## src/mera_pkg.sv

```systemverilog
package mera_pkg;

	// --------------------------------------
	// sizes
	// --------------------------------------

	// field widths of a bus transfer
	localparam int NB_W = 4;
	localparam int AD_W = 16;
	localparam int DT_W = 16;

	// present memory: segments 0 and 1, 256 words each
	localparam int MEM_SEGMENTS = 2;
	localparam int MEM_SEG_WORDS = 256;

	// cycles from grant to bus alarm
	localparam int BUS_TIMEOUT = 16;

	// cycles from grant (mem_sel) to memory ok
	localparam int MEM_LATENCY = 2;

	// derived widths for the word array
	localparam int SEG_W = (MEM_SEGMENTS > 1) ? $clog2(MEM_SEGMENTS) : 1;
	localparam int SEG_AW = $clog2(MEM_SEG_WORDS);
	localparam int MEM_AW = SEG_W + SEG_AW;

	// timeout counter, must reach BUS_TIMEOUT
	localparam int TMO_W = $clog2(BUS_TIMEOUT + 1);
	localparam logic [TMO_W-1:0] TMO_LAST = TMO_W'(BUS_TIMEOUT);

	// first absent segment and first absent word address
	localparam logic [NB_W-1:0] NB_PRESENT = NB_W'(MEM_SEGMENTS);
	localparam logic [AD_W-1:0] AD_PRESENT = AD_W'(MEM_SEG_WORDS);

	// --------------------------------------
	// bus types
	// --------------------------------------

	// bus operation
	// set ORs dt into the word and returns the old word
	typedef enum logic [1:0] {
		cmd_r = 2'd0,
		cmd_w = 2'd1,
		cmd_s = 2'd2
	} bus_cmd_e;

	// answer kind seen by a master
	typedef enum logic {
		st_ok    = 1'b0,
		st_alarm = 1'b1
	} bus_status_e;

	// request from a master, 38 bits
	typedef struct packed {
		bus_cmd_e        cmd;
		logic [NB_W-1:0] nb;
		logic [AD_W-1:0] ad;
		logic [DT_W-1:0] dt;
	} bus_req_t;

	// answer to a master, 17 bits
	typedef struct packed {
		bus_status_e     status;
		logic [DT_W-1:0] dt;
	} bus_rsp_t;

	// memory answer on the bus, ok is a pulse
	typedef struct packed {
		logic            ok;
		logic [DT_W-1:0] dt;
	} mem_rsp_t;

endpackage

```

## src/bus_switch.sv

```systemverilog
module bus_switch (
	input  logic               clk_sys,
	input  logic               rst_n,
	// channel requests
	input  logic               rq_cpu,
	input  logic               rq_io,
	input  mera_pkg::bus_req_t req_cpu,
	input  mera_pkg::bus_req_t req_io,
	// reservation answers
	output logic               grant_cpu,
	output logic               grant_io,
	output logic               done_cpu,
	output logic               done_io,
	// toward memory
	output logic               mem_sel,
	output mera_pkg::bus_req_t mem_req,
	input  mera_pkg::mem_rsp_t ans,
	output mera_pkg::mem_rsp_t ans_out
);

	typedef enum logic {
		sw_free,
		sw_owned
	} sw_state_e;

	sw_state_e state;

	// current owner, 1 means io
	logic owner_io;
	// last channel served, for round-robin
	logic last_io;
	// first grant cycle marker
	logic first_q;

	logic pick_io;
	logic rq_owner;

	// --------------------------------------
	// arbitration
	// --------------------------------------

	// tie goes to the channel not served last
	always_comb begin
		if (rq_cpu && rq_io) begin
			pick_io = !last_io;
		end else begin
			pick_io = rq_io;
		end
	end

	assign rq_owner = owner_io ? rq_io : rq_cpu;

	always_ff @(posedge clk_sys) begin
		if (!rst_n) begin
			state    <= sw_free;
			owner_io <= 1'b0;
			last_io  <= 1'b1;
			first_q  <= 1'b0;
		end else begin
			first_q <= 1'b0;
			case (state)
				sw_free: begin
					if (rq_cpu || rq_io) begin
						state    <= sw_owned;
						owner_io <= pick_io;
						last_io  <= pick_io;
						first_q  <= 1'b1;
					end
				end
				sw_owned: begin
					// memory answered, or owner gave up after its timeout
					if (ans.ok || !rq_owner) begin
						state <= sw_free;
					end
				end
				default: state <= sw_free;
			endcase
		end
	end

	// --------------------------------------
	// routing
	// --------------------------------------

	assign grant_cpu = (state == sw_owned) && !owner_io;
	assign grant_io  = (state == sw_owned) && owner_io;

	// strobe only on the first cycle of a grant
	assign mem_sel = first_q;
	assign mem_req = owner_io ? req_io : req_cpu;

	// done reaches the owner only
	assign done_cpu = grant_cpu && ans.ok;
	assign done_io  = grant_io && ans.ok;
	assign ans_out  = ans;

endmodule

```

## config.mk

```make
export PLATFORM = sky130hd
export DESIGN_NAME = bus_switch
export DESIGN_NICKNAME = d
export VERILOG_FILES = /design/src/mera_pkg.sv /design/src/bus_switch.sv
export SDC_FILE = /design/constraint.sdc
export NUM_CORES = 1
export LEC_CHECK = 0
export BUFFER_PORTS_ARGS = -buffer_cell sky130_fd_sc_hd__buf_2
export CAP_MARGIN = 20
export CORE_ASPECT_RATIO = 1.2
export CORE_MARGIN = 3
export CORE_UTILIZATION = 28
export CTS_CLUSTER_DIAMETER = 150
export DETAILED_ROUTE_END_ITERATION = 7
export MAX_ROUTING_LAYER = met4
export PLACE_DENSITY = 0.78
export SKIP_CTS_REPAIR_TIMING = 1
export SYNTH_ARGS = -nofsm -noshare
export SYNTH_HDL_FRONTEND = slang
export SYNTH_SLANG_ARGS = --single-unit
```

## constraint.sdc

```tcl
create_clock -name clk_sys -period 1.25 [get_ports clk_sys]
set_input_delay 0.1875 -clock clk_sys [delete_from_list [all_inputs] [get_ports clk_sys]]
set_output_delay 0.1875 -clock clk_sys [all_outputs]
set_load 0.01 [all_outputs]
```

=== Yosys cells after proc, flatten, opt, wreduce, memory -nomap -nowiden ===
Cells that the tools add are included.

* Register bits: 4
* Input bits: 97
* Output and inout port bits: 60

* Mux-type cells: 6
* Bitwise operators: 2
* Reduce and logical (&&, ||, !) cells: 12

{| class="wikitable"
|+ Operator list
! kind !! number
|-
| $mux W38 || 1
|-
| $logic_and A1 B1 Y1 || 5
|-
| $mux W1 || 4
|-
| $logic_not A1 Y1 || 3
|-
| $logic_or A1 B1 Y1 || 2
|-
| $not A1 Y1 || 2
|-
| $pmux W1 S2 || 1
|-
| $reduce_and A2 Y1 || 1
|-
| $reduce_or A2 Y1 || 1
|}

=== Logic depth before layout (Yosys ltp) ===
* Depth after elaboration: 5
* Gate-level depth with buffers: 4
* Depth with buffers taken out: 3

=== Least setup slack after synthesis ===
Ideal clock, no wire load.

* Path type: reg2out
* Start point: register owner_io
* End point: output port mem_req[10] (netlist name)
* Data arrival time: 0.917 ns
* Slack: 0.146 ns
* Cell stages (with the launch flop): 4
* Path through: dfxtp_1 buf_6 buf_6 mux2_4

{| class="wikitable"
|+ RTL lines
! what !! line !! RTL
|-
| from (decl) || bus_switch.sv:29 || <nowiki>logic owner_io;</nowiki>
|-
| from (signal assigned) || bus_switch.sv:65 || <nowiki>owner_io <= pick_io;</nowiki>
|-
| to (decl) || bus_switch.sv:16 || <nowiki>output mera_pkg::bus_req_t mem_req,</nowiki>
|}

==> flow_summary.yaml <==
outcome:
  status: "finished with violations"
  failed_checks: "setup timing"
clock_tree:
  cts_tree: "built"
  h-tree-depth: 1
  clockRootBuffer: "clkbuf_4"
  cts_inserted_buffers: 3
  cts.sinks: 4
  path_clk_slew_ps: 40
  clock_latency_ps: 240
  clock_path_buffers: 2
global_routing:
  busiest_layer: "met2"
  grt_max_degree: 19
  grt_first_pass_wirelength_um: 4623
  grt_use_met3_pct: 14.15
  track_usage_pct: 16.18
  antenna_found_initial: 5
  grt_overflow: 0
  grt_pass1_vias: 893
  use_met2_pct: 27.23
  use_met1_pct: 13.94
detailed_routing:
  drc_errors: 0
  drt_iter0_drc: 27
  viasPerCell: 4.517
  vias: 1057
  wire_per_inst_um: 16.96
  drtPass1Iterations: 4
  routed_wirelength_um: 3969
  drtAntennaViolNets: 0
sta:
  finalClockSkew_ps: 4.082
  setup_viol: 41
  finalCritPeriodShare_pct: 115.5
  worst_slack_ps: -193.3
  min_period_ps: 1443
  slew_viol_final: 0
  max_freq_mhz: 692.9
  worst_pin_slew_ps: 207.6
  finalHoldViolCount: 0
  fin_tns_setup_ps: -6507
  slew_headroom_pct: 86.14
  rsz0062_at_grt: "yes"
final_layout:
  area_growth_pct: 90.00
  final_layout_size_suffix_gt1_share_pct: 89.12
  final_util_pct: 56.56
  final_cell_mix: "buf_2, mux2_4, buf_6"
  final_common_cell: "buf_2"
  final_area_um2: 1759
  num-fill-cells: 253
  fin_nets: 292
place:
  place_area_um2: 1469
  hpwlAfterDp_um: 3370
  place.port_buffers: 124
  pre_cts_ws_ps: 17.24
  gp_congestion: 0.7333
synth:
  ys_seq_area_share_pct: 8.649
  yosys_warnings: 0
  synth_area_um2: 925.9
  synthCells: 83
  synth_seq_cells: 4
  synth_top_area_cell: "mux2_4"
  synth_fp_nets: 180
  ys_types: 17
  ys_top_cells_by_area: "mux2_4, buf_4, dfxtp_1"
  avgSynthCellArea_um2: 11.16
  synth.top_cell.area_share_pct: 56.76
job:
  maxCapViolCount: 0
worst_setup_path:
  rr_startpoint: "owner_io"
  cp.arrival_ps: 1260
  endpoint_kind: "output pin"
  crit_path_start_kind: "flop"
  reg2reg_slack_ps: 100
  path_cells: "buf_12 -> mux2_4 -> buf_2"
  critPathKind: "flop to output pin"
  path_max_fanout: 16
  required_ps: 1060
  crit_path_top_delay_cell: "dfxtp_4"
  critPathMaxStageDelay_ps: 400
  worstReg2RegEnd: "state"
  ff2ff_path_depth: 5
die:
  core-area_um2: 3110
  fp.dieArea_um2: 4036
  start_util_pct: 29.77
  die_y_um: 68.99
  ioPinCount: 157
  chipWidth_um: 58.50
  row_count: 22
worst_hold_path:
  hold_class: "input pin to flop"
  hold_end: "last_io"
  hold_start: "rst_n"
  worstHoldPathCells: 2
power_and_ir_drop:
  cellLeakagePower_nw: 0.9759
  peakVddDrop_uv: 848.3
  power_density_nw_per_um2: 615.5
## flip-flops by register name (all words and copies together), names as in the netlist
register,cells
last_io,1
mem_sel,1
owner_io,1
state,1
## logic make-up after synthesis
family / after synthesis / synth area share [%]
muxes: 39 / 61.49
buffers and inverters: 24 / 20.68
AOI/OAI and AO/OA: 4 / 3.108
DFF: 4 / 8.649
and+or+nand+nor: 12 / 6.083
## worst max path at each step
stage | depth (start not counted) | end | slack, ps | from
floorplan | 3 | mem_req[10] | 150 | owner_io
global placement | 3 | mem_req[32] | 30 | owner_io
detailed placement | 3 | mem_req[30] | 20 | owner_io
CTS | 3 | mem_req[30] | -240 | owner_io
global route | 3 | mem_req[36] | -250 | owner_io
finish | 3 | mem_req[36] | -190 | owner_io
## routing by layer
layer | part of all wire, % | vias to the layer above
met2 | 52 | 84
met3 | 18 | 2
met5 | 0 | -
met1 | 30 | 469
met4 | 0.050 | 0
li1 | - | 502
## cell usage after synthesis
library cell	n
dfxtp_1	4
mux2_2	3
a21oi_1	1
a32oi_1	1
buf_4	17
mux2i_1	1
nand2b_1	1
nor3b_1	1
and2_1	1
and3_1	1
nor2_1	5
o21bai_1	1
buf_6	5
nand2_1	3
inv_1	2
o21a_1	1
mux2_4	35
## through the flow
stage / total power, mW / std cells / hold slack (ps)
2_1_floorplan: 0.5514 / 83 / 249.4
3_3_place_gp: 0.7573 / 224 / 365.4
3_5_place_dp: 0.7709 / 224 / 369.1
4_1_cts: 0.9376 / 227 / 119.0
5_1_grt: 1.147 / 234 / 117.5
6_report: 1.083 / 234 / 121.8
## worst max-delay path, delay by kind of cell (launching register included)
kind | cells | cell delay, ps
buffers and inverters | 2 | 320
DFF | 1 | 400
muxes | 1 | 300
## area by class of cell
class / instances / area, µm² / area share (%)
antenna: 5 / 12.51 / 0.7112
clock buffer: 3 / 22.52 / 1.280
inverter: 2 / 7.507 / 0.4267
multi-input combinational: 55 / 668.1 / 37.98
sequential: 4 / 83.83 / 4.765
tap: 36 / 45.04 / 2.560
timing repair buffer: 129 / 919.6 / 52.28
## power breakdown
part | total, mW | internal (mW) | switching (mW)
clock | 0.163 | 0.108 | 0.0552
sequential | 0.154 | 0.139 | 0.0144
combinational | 0.767 | 0.494 | 0.273
total | 1.08 | 0.740 | 0.342
No activity file was read; power rests on OpenSTA's default activity.
