$ cat src/mera_pkg.sv
package mera_pkg;

	// --------------------------------------
	// sizes
	// --------------------------------------

	// field widths of a bus transfer
	localparam int NB_W = 4;
	localparam int AD_W = 16;
	localparam int DT_W = 16;

	// present memory: segments 0 and 1, 256 words each
	localparam int MEM_SEGMENTS = 2;
	localparam int MEM_SEG_WORDS = 256;

	// cycles from grant to bus alarm
	localparam int BUS_TIMEOUT = 16;

	// cycles from grant (mem_sel) to memory ok
	localparam int MEM_LATENCY = 2;

	// derived widths for the word array
	localparam int SEG_W = (MEM_SEGMENTS > 1) ? $clog2(MEM_SEGMENTS) : 1;
	localparam int SEG_AW = $clog2(MEM_SEG_WORDS);
	localparam int MEM_AW = SEG_W + SEG_AW;

	// timeout counter, must reach BUS_TIMEOUT
	localparam int TMO_W = $clog2(BUS_TIMEOUT + 1);
	localparam logic [TMO_W-1:0] TMO_LAST = TMO_W'(BUS_TIMEOUT);

	// first absent segment and first absent word address
	localparam logic [NB_W-1:0] NB_PRESENT = NB_W'(MEM_SEGMENTS);
	localparam logic [AD_W-1:0] AD_PRESENT = AD_W'(MEM_SEG_WORDS);

	// --------------------------------------
	// bus types
	// --------------------------------------

	// bus operation
	// set ORs dt into the word and returns the old word
	typedef enum logic [1:0] {
		cmd_r = 2'd0,
		cmd_w = 2'd1,
		cmd_s = 2'd2
	} bus_cmd_e;

	// answer kind seen by a master
	typedef enum logic {
		st_ok    = 1'b0,
		st_alarm = 1'b1
	} bus_status_e;

	// request from a master, 38 bits
	typedef struct packed {
		bus_cmd_e        cmd;
		logic [NB_W-1:0] nb;
		logic [AD_W-1:0] ad;
		logic [DT_W-1:0] dt;
	} bus_req_t;

	// answer to a master, 17 bits
	typedef struct packed {
		bus_status_e     status;
		logic [DT_W-1:0] dt;
	} bus_rsp_t;

	// memory answer on the bus, ok is a pulse
	typedef struct packed {
		logic            ok;
		logic [DT_W-1:0] dt;
	} mem_rsp_t;

endpackage

$ cat src/bus_channel.sv
module bus_channel (
	input  logic               clk_sys,
	input  logic               rst_n,
	// master request side
	input  logic               req_valid,
	output logic               req_ready,
	input  mera_pkg::bus_req_t req,
	// master answer side
	output logic               rsp_valid,
	input  logic               rsp_ready,
	output mera_pkg::bus_rsp_t rsp,
	// toward the reservation switch
	output logic               bus_rq,
	output mera_pkg::bus_req_t cur_req,
	input  logic               grant,
	input  logic               done,
	input  mera_pkg::mem_rsp_t mem_ans
);

	typedef enum logic [1:0] {
		idle,
		wait_grant,
		wait_answer,
		hold_rsp
	} chan_state_e;

	chan_state_e state;

	// latched request and built answer
	mera_pkg::bus_req_t req_q;
	mera_pkg::bus_rsp_t rsp_q;

	// cycles since grant
	logic [mera_pkg::TMO_W-1:0] tmo_cnt;

	// --------------------------------------
	// control
	// --------------------------------------

	always_ff @(posedge clk_sys) begin
		if (!rst_n) begin
			state   <= idle;
			tmo_cnt <= '0;
		end else begin
			case (state)
				idle: begin
					// one item in flight at most
					if (req_valid) begin
						state <= wait_grant;
					end
				end
				wait_grant: begin
					// grant cycle counts as cycle 0
					if (grant) begin
						tmo_cnt <= 1;
						state   <= wait_answer;
					end
				end
				wait_answer: begin
					if (done && mem_ans.ok) begin
						state <= hold_rsp;
					end else if (tmo_cnt == mera_pkg::TMO_LAST) begin
						// nobody answered, report bus alarm
						state <= hold_rsp;
					end else begin
						tmo_cnt <= tmo_cnt + 1'b1;
					end
				end
				hold_rsp: begin
					// back-pressure keeps us here
					if (rsp_ready) begin
						state <= idle;
					end
				end
				default: state <= idle;
			endcase
		end
	end

	// --------------------------------------
	// payload
	// --------------------------------------

	always_ff @(posedge clk_sys) begin
		if (state == idle && req_valid) begin
			req_q <= req;
		end
		if (state == wait_answer) begin
			if (done && mem_ans.ok) begin
				rsp_q.status <= mera_pkg::st_ok;
				rsp_q.dt     <= mem_ans.dt;
			end else if (tmo_cnt == mera_pkg::TMO_LAST) begin
				rsp_q.status <= mera_pkg::st_alarm;
				rsp_q.dt     <= '0;
			end
		end
	end

	assign req_ready = (state == idle);
	assign rsp_valid = (state == hold_rsp);
	assign rsp       = rsp_q;

	// bus request held from the cycle after acceptance until the answer
	assign bus_rq  = (state == wait_grant) || (state == wait_answer);
	assign cur_req = req_q;

endmodule

$ cat config.mk
export PLATFORM = sky130hd
export DESIGN_NAME = bus_channel
export DESIGN_NICKNAME = d
export VERILOG_FILES = /design/src/mera_pkg.sv /design/src/bus_channel.sv
export SDC_FILE = /design/constraint.sdc
export NUM_CORES = 1
export LEC_CHECK = 0
export BUFFER_PORTS_ARGS = -buffer_cell sky130_fd_sc_hd__buf_2
export CAP_MARGIN = 5
export CELL_PAD_IN_SITES_DETAIL_PLACEMENT = 1
export CELL_PAD_IN_SITES_GLOBAL_PLACEMENT = 1
export CORE_ASPECT_RATIO = 0.5
export CORE_MARGIN = 2
export CORE_UTILIZATION = 36
export CTS_BUF_LIST = sky130_fd_sc_hd__clkbuf_2 sky130_fd_sc_hd__clkbuf_4 sky130_fd_sc_hd__clkbuf_8
export DETAILED_ROUTE_END_ITERATION = 6
export MAX_ROUTING_LAYER = met4
export PLACE_DENSITY_LB_ADDON = 0.25
export SLEW_MARGIN = 0
export SYNTH_ARGS = -nofsm -noshare
export SYNTH_HDL_FRONTEND = slang
export SYNTH_SLANG_ARGS = --single-unit
$ cat constraint.sdc
create_clock -name clk_sys -period 2.2 [get_ports clk_sys]
set_input_delay 0.22 -clock clk_sys [delete_from_list [all_inputs] [get_ports clk_sys]]
set_output_delay 0.22 -clock clk_sys [all_outputs]
set_load 0.02 [all_outputs]
# Yosys cells after proc, flatten, opt, wreduce, memory -nomap -nowiden
# Cells that the tools add are included.
dict set report totals {
  register_bits 62
  latch_bits 0
  ram_bits 0
  mem_bits_ro 0
  output_inout_bits 58
  wordCells 40
  memories 0
}
dict set report op_classes {
  add_sub_neg 1
  multipliers 0
  n_div 0
  order_cmp 0
  eq_ne 10
  shifts 0
  mux 12
  bitwise_logic 0
  n_reduce_logical 9
}
# op count
set ops {}
lappend ops {{17-bit two-way mux} 1}
lappend ops {{16-bit two-way mux} 1}
lappend ops {{5-bit two-way mux} 3}
lappend ops {{2-bit two-way mux} 5}
lappend ops {{5-bit one-hot mux with 2 select lines} 1}
lappend ops {{2-bit inequality test (second input constant)} 4}
lappend ops {{2-bit one-hot mux with 4 select lines} 1}
lappend ops {{4-bit AND reduction} 2}
lappend ops {{5-bit by 1-bit adder with 5-bit output (second input constant)} 1}
lappend ops {{5-bit == test (second input constant)} 1}
lappend ops {{2-bit == test (second input constant)} 2}
lappend ops {{2-bit nonzero test} 2}
lappend ops {{3-bit by 1-bit inequality test with 1-bit output (second input constant)} 1}
lappend ops {{2-bit by 1-bit == test with 1-bit output (second input constant)} 1}
lappend ops {{1-bit logical AND} 2}
lappend ops {{2-bit logical NOT} 1}
lappend ops {{2-bit by 1-bit inequality test with 1-bit output (second input constant)} 1}
lappend ops {{2-bit AND reduction} 1}
lappend ops {{1-bit logical OR} 1}

# Longest topological paths before layout
# Gate-level depths: netlist of run 1.
dict set report logic_depth {
  ltp_word 4
  mapped_depth 7
  mapped_depth_nobuf 6
}

# Least setup slack after synthesis of run 1
# Ideal clock, no wire load.
dict set report synth_timing {
  path_type {register to register}
  startpoint {register state[0]}
  endpoint {register req_q (netlist bit cur_req[0]) (enable)}
  t_arrival_ps 1663
  required_time_ps 1801
  setup_slack_ps 138
  stages_incl_launch_ff 4
  n_path_buf 0
  cell_sequence {dfxtp_1 > inv_1 > ha_1 > and2_1}
}
dict set report synth_via {
  elab_chain_len 2
}
# element line
set synth_lines {}
lappend synth_lines {{start, declared} bus_channel.sv:27} ;# chan_state_e state;
lappend synth_lines {{start signal, assigned} bus_channel.sv:42} ;# state <= idle;
lappend synth_lines {{start signal, assigned} bus_channel.sv:49} ;# state <= wait_grant;
lappend synth_lines {{start signal, assigned} bus_channel.sv:56} ;# state <= wait_answer;
lappend synth_lines {{2-bit logical NOT} n/a}
lappend synth_lines {{net req_ready} bus_channel.sv:6} ;# output logic req_ready,
lappend synth_lines {{1-bit logical AND} bus_channel.sv:85} ;# if (state == idle && req_valid) begin
lappend synth_lines {{end signal, assigned} bus_channel.sv:86} ;# req_q <= req;
lappend synth_lines {{end, declared} bus_channel.sv:30} ;# mera_pkg::bus_req_t req_q;
# The timed path passes the listed nets, and every way through them passes these cells.
# A chain may end at the register's enable or synchronous reset.

# Final worst setup path of run 1
dict set report layout_timing {
  startpoint {register state[0]}
  endpoint {register rsp_q (netlist bit rsp[13]) (enable)}
}
dict set report layout_via {
  elab_chain_len 2
}
# element line
set layout_lines {}
lappend layout_lines {{2-bit == test} bus_channel.sv:88} ;# if (state == wait_answer) begin
lappend layout_lines {{2-bit AND reduction (no source line)} n/a}
lappend layout_lines {{end, declared} bus_channel.sv:31} ;# mera_pkg::bus_rsp_t rsp_q;
# Every way passes these cells.

==> results of run 1 <==
sequential cells by signal (all words and copies together) (netlist names):
| name | count |
|---|---|
| rsp | 17 |
| cur_req | 38 |
| tmo_cnt | 5 |
| state | 2 |
cell type report:
| type | count | area share, % |
|---|---|---|
| multi-input combinational | 60 | 13.6 |
| clock buffer | 9 | 3.96 |
| tap | 88 | 3.52 |
| clock inverter | 7 | 1.28 |
| inverter | 8 | 0.960 |
| timing repair buffer | 120 | 19.4 |
| sequential | 62 | 57.3 |
worst register-to-register path, cell delays in order (launching register included):
cell and delay [ns]:
sky130_fd_sc_hd__dfxtp_1 0.34, sky130_fd_sc_hd__inv_1 0.10, sky130_fd_sc_hd__ha_1 0.38, sky130_fd_sc_hd__inv_1 0.15, sky130_fd_sc_hd__nor2_1 0.13, sky130_fd_sc_hd__buf_4 0.25
cells in the mapped netlist (2+ instances only):
cell type and count:
sky130_fd_sc_hd__edfxtp_1 55, sky130_fd_sc_hd__and3_1 16, sky130_fd_sc_hd__inv_1 8, sky130_fd_sc_hd__nand2_1 8, sky130_fd_sc_hd__dfxtp_1 7, sky130_fd_sc_hd__ha_1 6
sky130_fd_sc_hd__nand3_1 4, sky130_fd_sc_hd__nand4_1 4, sky130_fd_sc_hd__a31oi_1 3, sky130_fd_sc_hd__and2_1 2, sky130_fd_sc_hd__clkbuf_1 2, sky130_fd_sc_hd__nor2_1 2
sky130_fd_sc_hd__o21a_1 2, sky130_fd_sc_hd__or3_1 2
power groups by stage:
stage | Combinational, W | Sequential (W) | Clock (W)
5_1_grt | 0.000955 | 0.00160 | 0.000919
2_1_floorplan | 0.000361 | 0.00181 | 0
3_3_place_gp | 0.000863 | 0.00160 | 0
6_report | 0.000882 | 0.00158 | 0.000839
3_5_place_dp | 0.000884 | 0.00161 | 0
4_1_cts | 0.000887 | 0.00159 | 0.000875
path summary, 6_finish.rpt:
check	start	end	slack (ns)	depth (start not counted)
max	state[0]	rsp[13]	0.54	5
min	req[17]	cur_req[17]	0.05	1
max reg2reg	state[0]	rsp[13]	0.54	5
min reg2reg	state[1]	state[1]	0.51	2
stage by stage:
stage | util, % | setup slack, ns | hold slack, ns | instance area [um^2]
CTS | 51.6 | 0.560 | 0.0310 | 3130
finish | 51.6 | 0.544 | 0.0508 | 3130
global route | 51.6 | 0.430 | 0.0235 | 3130
detailed placement | 48.9 | 0.573 | 0.398 | 2960
floorplan | - | 0.138 | 0.319 | 2260
global placement | 48.9 | 0.656 | 0.398 | 2960
layer usage:
metal	routed length [um]	vias to the layer above
li1	-	760
met1	2160	780
met2	2830	52
met3	354	7
met4	97	0
met5	0	-
logic make-up after synthesis:
| kind of cell | after synthesis | synth area share (%) |
|---|---|---|
| AND/OR/NAND/NOR | 41 | 10.1 |
| multiplexers | 1 | 0.443 |
| flip-flops | 62 | 79.3 |
| AO/OA/AOI/OAI | 12 | 4.88 |
| adder cells (fa/ha/maj) | 6 | 3.32 |
| buffers and inverters | 11 | 1.88 |
==> report_table.html, run 1 <==
<table>
<tr><th>Metric</th><th>Value</th></tr>
<tr><th colspan="2">STA</th></tr>
<tr><td>Setup repair after global routing missed its margin</td><td>false</td></tr>
<tr><td>Total negative setup slack</td><td>0 ns</td></tr>
<tr><td>Max Clock Skew</td><td>0.00799 ns</td></tr>
<tr><td>Final period util</td><td>75.3%</td></tr>
<tr><td>Final-report hold violation count</td><td>0</td></tr>
<tr><td>Upper clock frequency limit</td><td>604 MHz</td></tr>
<tr><td>Tightest Pin Transition</td><td>0.505 ns</td></tr>
<tr><td>Max-slew headroom at the worst pin</td><td>66.3%</td></tr>
<tr><td>Minimum clock period after layout</td><td>1.66 ns</td></tr>
<tr><td>Final-report max-slew violation count</td><td>0</td></tr>
<tr><td>Number of endpoints failing setup at the final stage</td><td>0</td></tr>
<tr><th colspan="2">Logic synthesis</th></tr>
<tr><td>Number of different library cells in the post-synthesis netlist</td><td>26</td></tr>
<tr><td>Number of warnings reported in the yosys synthesis log</td><td>0</td></tr>
<tr><td>Fraction of registers with async set or reset after synthesis</td><td>0%</td></tr>
<tr><td>Post-synthesis area per instance</td><td>17.0 um^2</td></tr>
<tr><td>Number of nets produced by synthesis</td><td>200</td></tr>
<tr><td>Top cell type by total area after synthesis</td><td>sky130_fd_sc_hd__edfxtp_1</td></tr>
<tr><td>Gate count after technology mapping</td><td>133</td></tr>
<tr><td>Total of flip-flops plus latches after synthesis</td><td>62</td></tr>
<tr><td>Predominant post-synthesis flop cell</td><td>sky130_fd_sc_hd__edfxtp_1</td></tr>
<tr><td>Top post-synthesis cells by area</td><td>sky130_fd_sc_hd__edfxtp_1, sky130_fd_sc_hd__dfxtp_1, sky130_fd_sc_hd__and3_1, sky130_fd_sc_hd__ha_1, sky130_fd_sc_hd__inv_1</td></tr>
<tr><td>Fraction of post-synthesis cell area in the top cell type by area</td><td>73.1%</td></tr>
<tr><td>Portion of the post-synthesis area used by sequential elements</td><td>79.3%</td></tr>
<tr><td>Post-synth EDFFs</td><td>55</td></tr>
<tr><td>Area of the mapped netlist</td><td>2260 um^2</td></tr>
<tr><th colspan="2">Setup path</th></tr>
<tr><td>Worst-path maximum fanout</td><td>17</td></tr>
<tr><td>Number of buffer and inverter instances along the worst setup path</td><td>3</td></tr>
<tr><td>Worst EP required</td><td>2.23 ns</td></tr>
<tr><td>Highest cell delay on the worst timing path</td><td>0.38 ns</td></tr>
<tr><td>Arrival time of the worst setup path</td><td>1.68 ns</td></tr>
<tr><td>Worst path most repeated cell</td><td>sky130_fd_sc_hd__inv_1</td></tr>
<tr><td>Crit-path slowest cell</td><td>sky130_fd_sc_hd__ha_1</td></tr>
<tr><td>Critical setup path kind</td><td>register to register</td></tr>
<tr><td>Critical Path Start Type</td><td>register</td></tr>
<tr><td>List of cells traversed by the critical path</td><td>inv_1 -&gt; ha_1 -&gt; inv_1 -&gt; nor2_1 -&gt; buf_4</td></tr>
<tr><td>Kind of capture point of the worst setup path</td><td>register</td></tr>
<tr><td>Kind of cell adding the most delay to the critical path</td><td>buffers and inverters</td></tr>
<tr><th colspan="2">Clock network</th></tr>
<tr><td>CTS tree</td><td>built</td></tr>
<tr><td>Clock latency reported for the late side of the worst-skew pair</td><td>0.34 ns</td></tr>
<tr><td>Clock Tree Root</td><td>sky130_fd_sc_hd__clkbuf_8</td></tr>
<tr><td>Clock slew at the register clock pins of the worst setup and hold paths</td><td>0.07 ns</td></tr>
<tr><td>Post-cts hold buffer count</td><td>0</td></tr>
<tr><td>CTS H-tree depth</td><td>3</td></tr>
<tr><td>Quantity of gates resized following cts</td><td>0</td></tr>
<tr><td>Largest buffer count on any clock path</td><td>2</td></tr>
<tr><td>Clock net sink count</td><td>62</td></tr>
<tr><td>Post-CTS repair timing setup buffer count</td><td>0</td></tr>
<tr><td>Number of buffers inserted during clock tree synthesis</td><td>9</td></tr>
<tr><th colspan="2">Routing</th></tr>
<tr><td>Remaining DRCs</td><td>0</td></tr>
<tr><td>Count of routing violations after the opening detailed-route iteration</td><td>71</td></tr>
<tr><td>Mean number of vias per cell</td><td>4.52</td></tr>
<tr><td>Total vias in the final route</td><td>1599</td></tr>
<tr><td>Aggregate routed wire length</td><td>5440 um</td></tr>
<tr><td>Number of detailed-routing iterations run before antenna repair</td><td>4</td></tr>
<tr><td>Routed Antenna Nets</td><td>0</td></tr>
<tr><td>Average routed wire per standard cell</td><td>15.4 um</td></tr>
<tr><th colspan="2">Power</th></tr>
<tr><td>Power density normalized to cell area</td><td>1060 nW/um^2</td></tr>
<tr><td>Overall power</td><td>0.00330 W</td></tr>
<tr><td>Part of the total power dissipated in sequential elements</td><td>47.9%</td></tr>
<tr><td>Proportion of power drawn by the clock network</td><td>25.4%</td></tr>
<tr><td>Sw frac</td><td>33.6%</td></tr>
<tr><td>Switching power</td><td>0.00111 W</td></tr>
<tr><td>Internal power</td><td>0.00220 W</td></tr>
<tr><td>Combinational cell fraction of total power</td><td>26.7%</td></tr>
<tr><td>Largest vdd supply drop</td><td>0.530 mV</td></tr>
<tr><td>Leakage power</td><td>1.35 nW</td></tr>
<tr><th colspan="2">Die</th></tr>
<tr><td>I/O pins</td><td>119</td></tr>
<tr><td>Height of the die</td><td>60.0 um</td></tr>
<tr><td>Die X-Extent</td><td>116 um</td></tr>
<tr><td>Core region area</td><td>6060 um^2</td></tr>
<tr><td>Cell Rows</td><td>20</td></tr>
<tr><td>Floorplan die area</td><td>6960 um^2</td></tr>
<tr><td>Starting density of the core</td><td>37.3%</td></tr>
<tr><th colspan="2">Layout</th></tr>
<tr><td>Layout filler cell count</td><td>674</td></tr>
<tr><td>Count of nets after finishing</td><td>328</td></tr>
<tr><td>Area of the multi-input gates</td><td>425 um^2</td></tr>
<tr><td>Inserted Diodes</td><td>0</td></tr>
<tr><td>Leading cell type in the layout, fill and taps excluded</td><td>sky130_fd_sc_hd__buf_2</td></tr>
<tr><td>Sequential cell area in the final layout</td><td>1790 um^2</td></tr>
<tr><td>Top library cells by usage in the layout, fill and taps aside</td><td>sky130_fd_sc_hd__buf_2, sky130_fd_sc_hd__edfxtp_1, sky130_fd_sc_hd__and3_1</td></tr>
<tr><td>Layout cell share with drive strength beyond 1</td><td>52.3%</td></tr>
<tr><td>Non-filler cells, final</td><td>354</td></tr>
<tr><td>Layout-stage area growth over the synthesis result</td><td>38.4%</td></tr>
<tr><th colspan="2">Worst hold path</th></tr>
<tr><td>HP Class</td><td>input port to register</td></tr>
<tr><th colspan="2">GRT</th></tr>
<tr><td>Via count of the first global-routing pass</td><td>1571</td></tr>
<tr><td>Wire length of the first global-routing pass</td><td>8020 um</td></tr>
<tr><td>Met1 Usage GRT</td><td>17.4%</td></tr>
<tr><td>Global routing met2 resource utilization</td><td>29.0%</td></tr>
<tr><td>Busiest layer in global routing</td><td>met2</td></tr>
<tr><td>Met3 demand-to-capacity share in global routing</td><td>7.00%</td></tr>
<tr><td>Antenna violations before repair</td><td>0</td></tr>
<tr><td>Pin count of the biggest net entering global routing</td><td>39</td></tr>
<tr><td>Global route overflow</td><td>0</td></tr>
<tr><td>Global router's overall resource usage</td><td>16.9%</td></tr>
<tr><th colspan="2">Placement</th></tr>
<tr><td>Gpl congestion</td><td>0.858</td></tr>
<tr><td>Half-perimeter wire length after detailed placement</td><td>3970 um</td></tr>
<tr><td>Post-placement cell count</td><td>338</td></tr>
<tr><td>Buffers on Ports</td><td>118</td></tr>
<tr><th colspan="2">Outcome</th></tr>
<tr><td>Status</td><td>completed</td></tr>
<tr><th colspan="2">Job</th></tr>
<tr><td>Reported max-cap violation count</td><td>0</td></tr>
</table>
No activity file was read; power rests on OpenSTA's default activity.
==> run 2, diff against run 1 <==
Settings changed: ABC_AREA set to 1, CORE_UTILIZATION 36 to 35.
Clock period 2.2 ns to 1.7 ns, I/O delays scaled along.
==> report_table.html, run 2 <==
<table>
<tr><th>Metric</th><th>Value</th></tr>
<tr><th colspan="2">Die</th></tr>
<tr><td>I/O pins</td><td>119</td></tr>
<tr><td>Die X-Extent</td><td>119 um</td></tr>
<tr><td>Core region area</td><td>6260 um^2</td></tr>
<tr><td>Floorplan die area</td><td>7360 um^2</td></tr>
<tr><td>Height of the die</td><td>61.7 um</td></tr>
<tr><td>Cell Rows</td><td>20</td></tr>
<tr><td>Starting density of the core</td><td>37.2%</td></tr>
<tr><th colspan="2">STA</th></tr>
<tr><td>Max-slew headroom at the worst pin</td><td>83.9%</td></tr>
<tr><td>Final-report hold violation count</td><td>0</td></tr>
<tr><td>Max Clock Skew</td><td>0.0109 ns</td></tr>
<tr><td>Upper clock frequency limit</td><td>679 MHz</td></tr>
<tr><td>Number of endpoints failing setup at the final stage</td><td>0</td></tr>
<tr><td>Tightest Pin Transition</td><td>0.241 ns</td></tr>
<tr><td>Final period util</td><td>86.6%</td></tr>
<tr><td>Setup repair after global routing missed its margin</td><td>false</td></tr>
<tr><td>Final-report max-slew violation count</td><td>0</td></tr>
<tr><td>Minimum clock period after layout</td><td>1.47 ns</td></tr>
<tr><td>Worst setup slack after layout</td><td>0.227 ns</td></tr>
<tr><th colspan="2">Power</th></tr>
<tr><td>Part of the total power dissipated in sequential elements</td><td>44.1%</td></tr>
<tr><td>Leakage power</td><td>1.64 nW</td></tr>
<tr><td>Switching power</td><td>0.00174 W</td></tr>
<tr><td>Largest vdd supply drop</td><td>0.502 mV</td></tr>
<tr><td>Power density normalized to cell area</td><td>1330 nW/um^2</td></tr>
<tr><td>Internal power</td><td>0.00313 W</td></tr>
<tr><td>Proportion of power drawn by the clock network</td><td>23.2%</td></tr>
<tr><td>Overall power</td><td>0.00487 W</td></tr>
<tr><td>Sw frac</td><td>35.8%</td></tr>
<tr><td>Combinational cell fraction of total power</td><td>32.7%</td></tr>
<tr><th colspan="2">Clock network</th></tr>
<tr><td>CTS H-tree depth</td><td>3</td></tr>
<tr><td>Number of buffers inserted during clock tree synthesis</td><td>9</td></tr>
<tr><td>Largest buffer count on any clock path</td><td>2</td></tr>
<tr><td>CTS tree</td><td>built</td></tr>
<tr><td>Clock net sink count</td><td>62</td></tr>
<tr><td>Clock Tree Root</td><td>sky130_fd_sc_hd__clkbuf_8</td></tr>
<tr><td>Clock slew at the register clock pins of the worst setup and hold paths</td><td>0.07 ns</td></tr>
<tr><td>Clock latency reported for the late side of the worst-skew pair</td><td>0.34 ns</td></tr>
<tr><th colspan="2">Setup path</th></tr>
<tr><td>Critical path launch point</td><td>state[1]</td></tr>
<tr><td>Arrival time of the worst setup path</td><td>1.70 ns</td></tr>
<tr><td>Kind of capture point of the worst setup path</td><td>register</td></tr>
<tr><td>Reg2reg setup slack</td><td>0.23 ns</td></tr>
<tr><td>R2r startpoint</td><td>state[1]</td></tr>
<tr><td>Worst-path maximum fanout</td><td>7</td></tr>
<tr><td>Worst EP required</td><td>1.93 ns</td></tr>
<tr><td>Critical setup path kind</td><td>register to register</td></tr>
<tr><td>Critical Path Start Type</td><td>register</td></tr>
<tr><th colspan="2">GRT</th></tr>
<tr><td>Pin count of the biggest net entering global routing</td><td>39</td></tr>
<tr><td>Via count of the first global-routing pass</td><td>1980</td></tr>
<tr><td>Wire length of the first global-routing pass</td><td>9970 um</td></tr>
<tr><td>Antenna violations before repair</td><td>0</td></tr>
<tr><td>Global route overflow</td><td>0</td></tr>
<tr><td>Global router's overall resource usage</td><td>19.5%</td></tr>
<tr><th colspan="2">Logic synthesis</th></tr>
<tr><td>Most common cell in the synthesized netlist</td><td>sky130_fd_sc_hd__edfxtp_1</td></tr>
<tr><td>Gate count after technology mapping</td><td>174</td></tr>
<tr><td>Predominant post-synthesis flop cell</td><td>sky130_fd_sc_hd__edfxtp_1</td></tr>
<tr><td>Total of flip-flops plus latches after synthesis</td><td>62</td></tr>
<tr><td>Number of warnings reported in the yosys synthesis log</td><td>0</td></tr>
<tr><td>Post-synth EDFFs</td><td>55</td></tr>
<tr><td>Top post-synthesis cells by area</td><td>sky130_fd_sc_hd__edfxtp_1, sky130_fd_sc_hd__dfxtp_1, sky130_fd_sc_hd__inv_1, sky130_fd_sc_hd__nand2_1, sky130_fd_sc_hd__nor2_1</td></tr>
<tr><td>Top cell type by total area after synthesis</td><td>sky130_fd_sc_hd__edfxtp_1</td></tr>
<tr><td>Area of the mapped netlist</td><td>2330 um^2</td></tr>
<tr><td>Post-synthesis area per instance</td><td>13.4 um^2</td></tr>
<tr><td>Number of nets produced by synthesis</td><td>241</td></tr>
<tr><td>Fraction of post-synthesis cell area in the top cell type by area</td><td>71.0%</td></tr>
<tr><td>Synth cell count leaders</td><td>sky130_fd_sc_hd__edfxtp_1, sky130_fd_sc_hd__inv_1, sky130_fd_sc_hd__nand2_1</td></tr>
<tr><td>Number of different library cells in the post-synthesis netlist</td><td>15</td></tr>
<tr><td>Fraction of registers with async set or reset after synthesis</td><td>0%</td></tr>
<tr><td>Portion of the post-synthesis area used by sequential elements</td><td>77.0%</td></tr>
<tr><th colspan="2">Routing</th></tr>
<tr><td>Mean number of vias per cell</td><td>4.43</td></tr>
<tr><td>Total vias in the final route</td><td>1943</td></tr>
<tr><td>Routed Antenna Nets</td><td>0</td></tr>
<tr><td>Count of routing violations after the opening detailed-route iteration</td><td>117</td></tr>
<tr><td>Aggregate routed wire length</td><td>7350 um</td></tr>
<tr><td>Average routed wire per standard cell</td><td>16.7 um</td></tr>
<tr><td>Number of detailed-routing iterations run before antenna repair</td><td>4</td></tr>
<tr><td>Remaining DRCs</td><td>0</td></tr>
<tr><th colspan="2">Worst hold path</th></tr>
<tr><td>Worst hold start</td><td>req[30]</td></tr>
<tr><td>HP Class</td><td>input port to register</td></tr>
<tr><th colspan="2">Layout</th></tr>
<tr><td>Count of nets after finishing</td><td>413</td></tr>
<tr><td>Util after Layout</td><td>58.5%</td></tr>
<tr><td>Top library cells by usage in the layout, fill and taps aside</td><td>sky130_fd_sc_hd__buf_2, sky130_fd_sc_hd__edfxtp_1, sky130_fd_sc_hd__dlygate4sd3_1</td></tr>
<tr><td>Layout cell share with drive strength beyond 1</td><td>42.5%</td></tr>
<tr><td>Inserted Diodes</td><td>0</td></tr>
<tr><td>Leading cell type in the layout, fill and taps excluded</td><td>sky130_fd_sc_hd__buf_2</td></tr>
<tr><td>Largest register FFs</td><td>38</td></tr>
<tr><td>Non-filler cells, final</td><td>439</td></tr>
<tr><td>Final non-filler cell area</td><td>3660 um^2</td></tr>
<tr><td>Layout-stage area growth over the synthesis result</td><td>57.2%</td></tr>
<tr><th colspan="2">Outcome</th></tr>
<tr><td>Status</td><td>completed</td></tr>
<tr><th colspan="2">Placement</th></tr>
<tr><td>Half-perimeter wire length after detailed placement</td><td>4370 um</td></tr>
<tr><td>Instance area after placement</td><td>3080 um^2</td></tr>
<tr><td>Post-placement cell count</td><td>385</td></tr>
<tr><td>Buffers on Ports</td><td>118</td></tr>
<tr><td>Worst slack, placed</td><td>-0.0399 ns</td></tr>
<tr><td>Gpl congestion</td><td>0.772</td></tr>
<tr><th colspan="2">Job</th></tr>
<tr><td>Reported max-cap violation count</td><td>0</td></tr>
</table>
run 2: cell types whose count changed after synthesis, sizes merged, moves of 5 or more:
cell / before / now
nand3: 4 / 9
nand2: 9 / 24
nor2: 2 / 24
a21oi: 1 / 10
inv: 8 / 34
and3: 16 / 0
run 2: cell families after synthesis:
kind of cell,share of synthesized area [%]
AOI/OAI and AO/OA,2.15
adders and majority gates,3.23
buffers and inverters,6.18
DFF,77.0
and+or+nand+nor,11.5
run 2: metrics by stage:
step           setup TNS, ns  hold WS (ns)
3_5_place_dp          -0.670         0.349
2_1_floorplan              0         0.269
5_1_grt                    0       0.00541
6_report                   0        0.0292
3_3_place_gp               0         0.347
4_1_cts                    0      0.000209
run 2: final timing paths:
check,endpoint,cells after the start
worst min-delay path,cur_req[30],1
worst max-delay path,tmo_cnt[4],7
worst max register to register,tmo_cnt[4],7
worst min register to register,state[1],2
run 2: per-layer routing:
| layer | vias up | GRT usage (%) | routed length [um] |
|---|---|---|---|
| li1 | 920 | - | - |
| met1 | 952 | 18.1 | 2710 |
| met2 | 65 | 38.7 | 4150 |
| met3 | 6 | 7.31 | 415 |
| met4 | 0 | 6.22 | 71 |
| met5 | - | - | 0 |
run 2: timing repair:
item / 4_1_cts / 5_1_grt
resized for setup: 1 / 2
buffers inserted: 0 / 1
gates cloned: 0 / 0
endpoints found under the hold margin: 32 / 5
endpoints found under the setup margin: 17 / 19
hold buffers: 32 / 5
run 2: power by group through the flow:
| stage | combinational (W) | sequential (W) | clock (W) |
|---|---|---|---|
| after floorplan | 0.000598 | 0.00247 | 0 |
| after global placement | 0.00142 | 0.00214 | 0 |
| after detailed placement | 0.00146 | 0.00217 | 0 |
| after CTS | 0.00153 | 0.00214 | 0.00115 |
| after global routing | 0.00174 | 0.00217 | 0.00123 |
| final | 0.00159 | 0.00215 | 0.00113 |
run 2: final cells by class:
type | instances | area [um^2]
clock buffers | 10 | 131
clock inverters | 6 | 37.5
fillers | 715 | 2600
inverters | 34 | 135
multi-input cells | 76 | 407
flip-flops and latches | 62 | 1790
well taps | 88 | 110
repair buffers | 163 | 1050
run 2: critical path, stage by stage, from the launching register on:
cell,delay [ns]
sky130_fd_sc_hd__dfxtp_1,0.38
sky130_fd_sc_hd__inv_1,0.08
sky130_fd_sc_hd__ha_2,0.34
sky130_fd_sc_hd__inv_1,0.06
sky130_fd_sc_hd__nor2_4,0.17
sky130_fd_sc_hd__nand3_4,0.13
sky130_fd_sc_hd__a21oi_1,0.14
sky130_fd_sc_hd__nor2_1,0.05
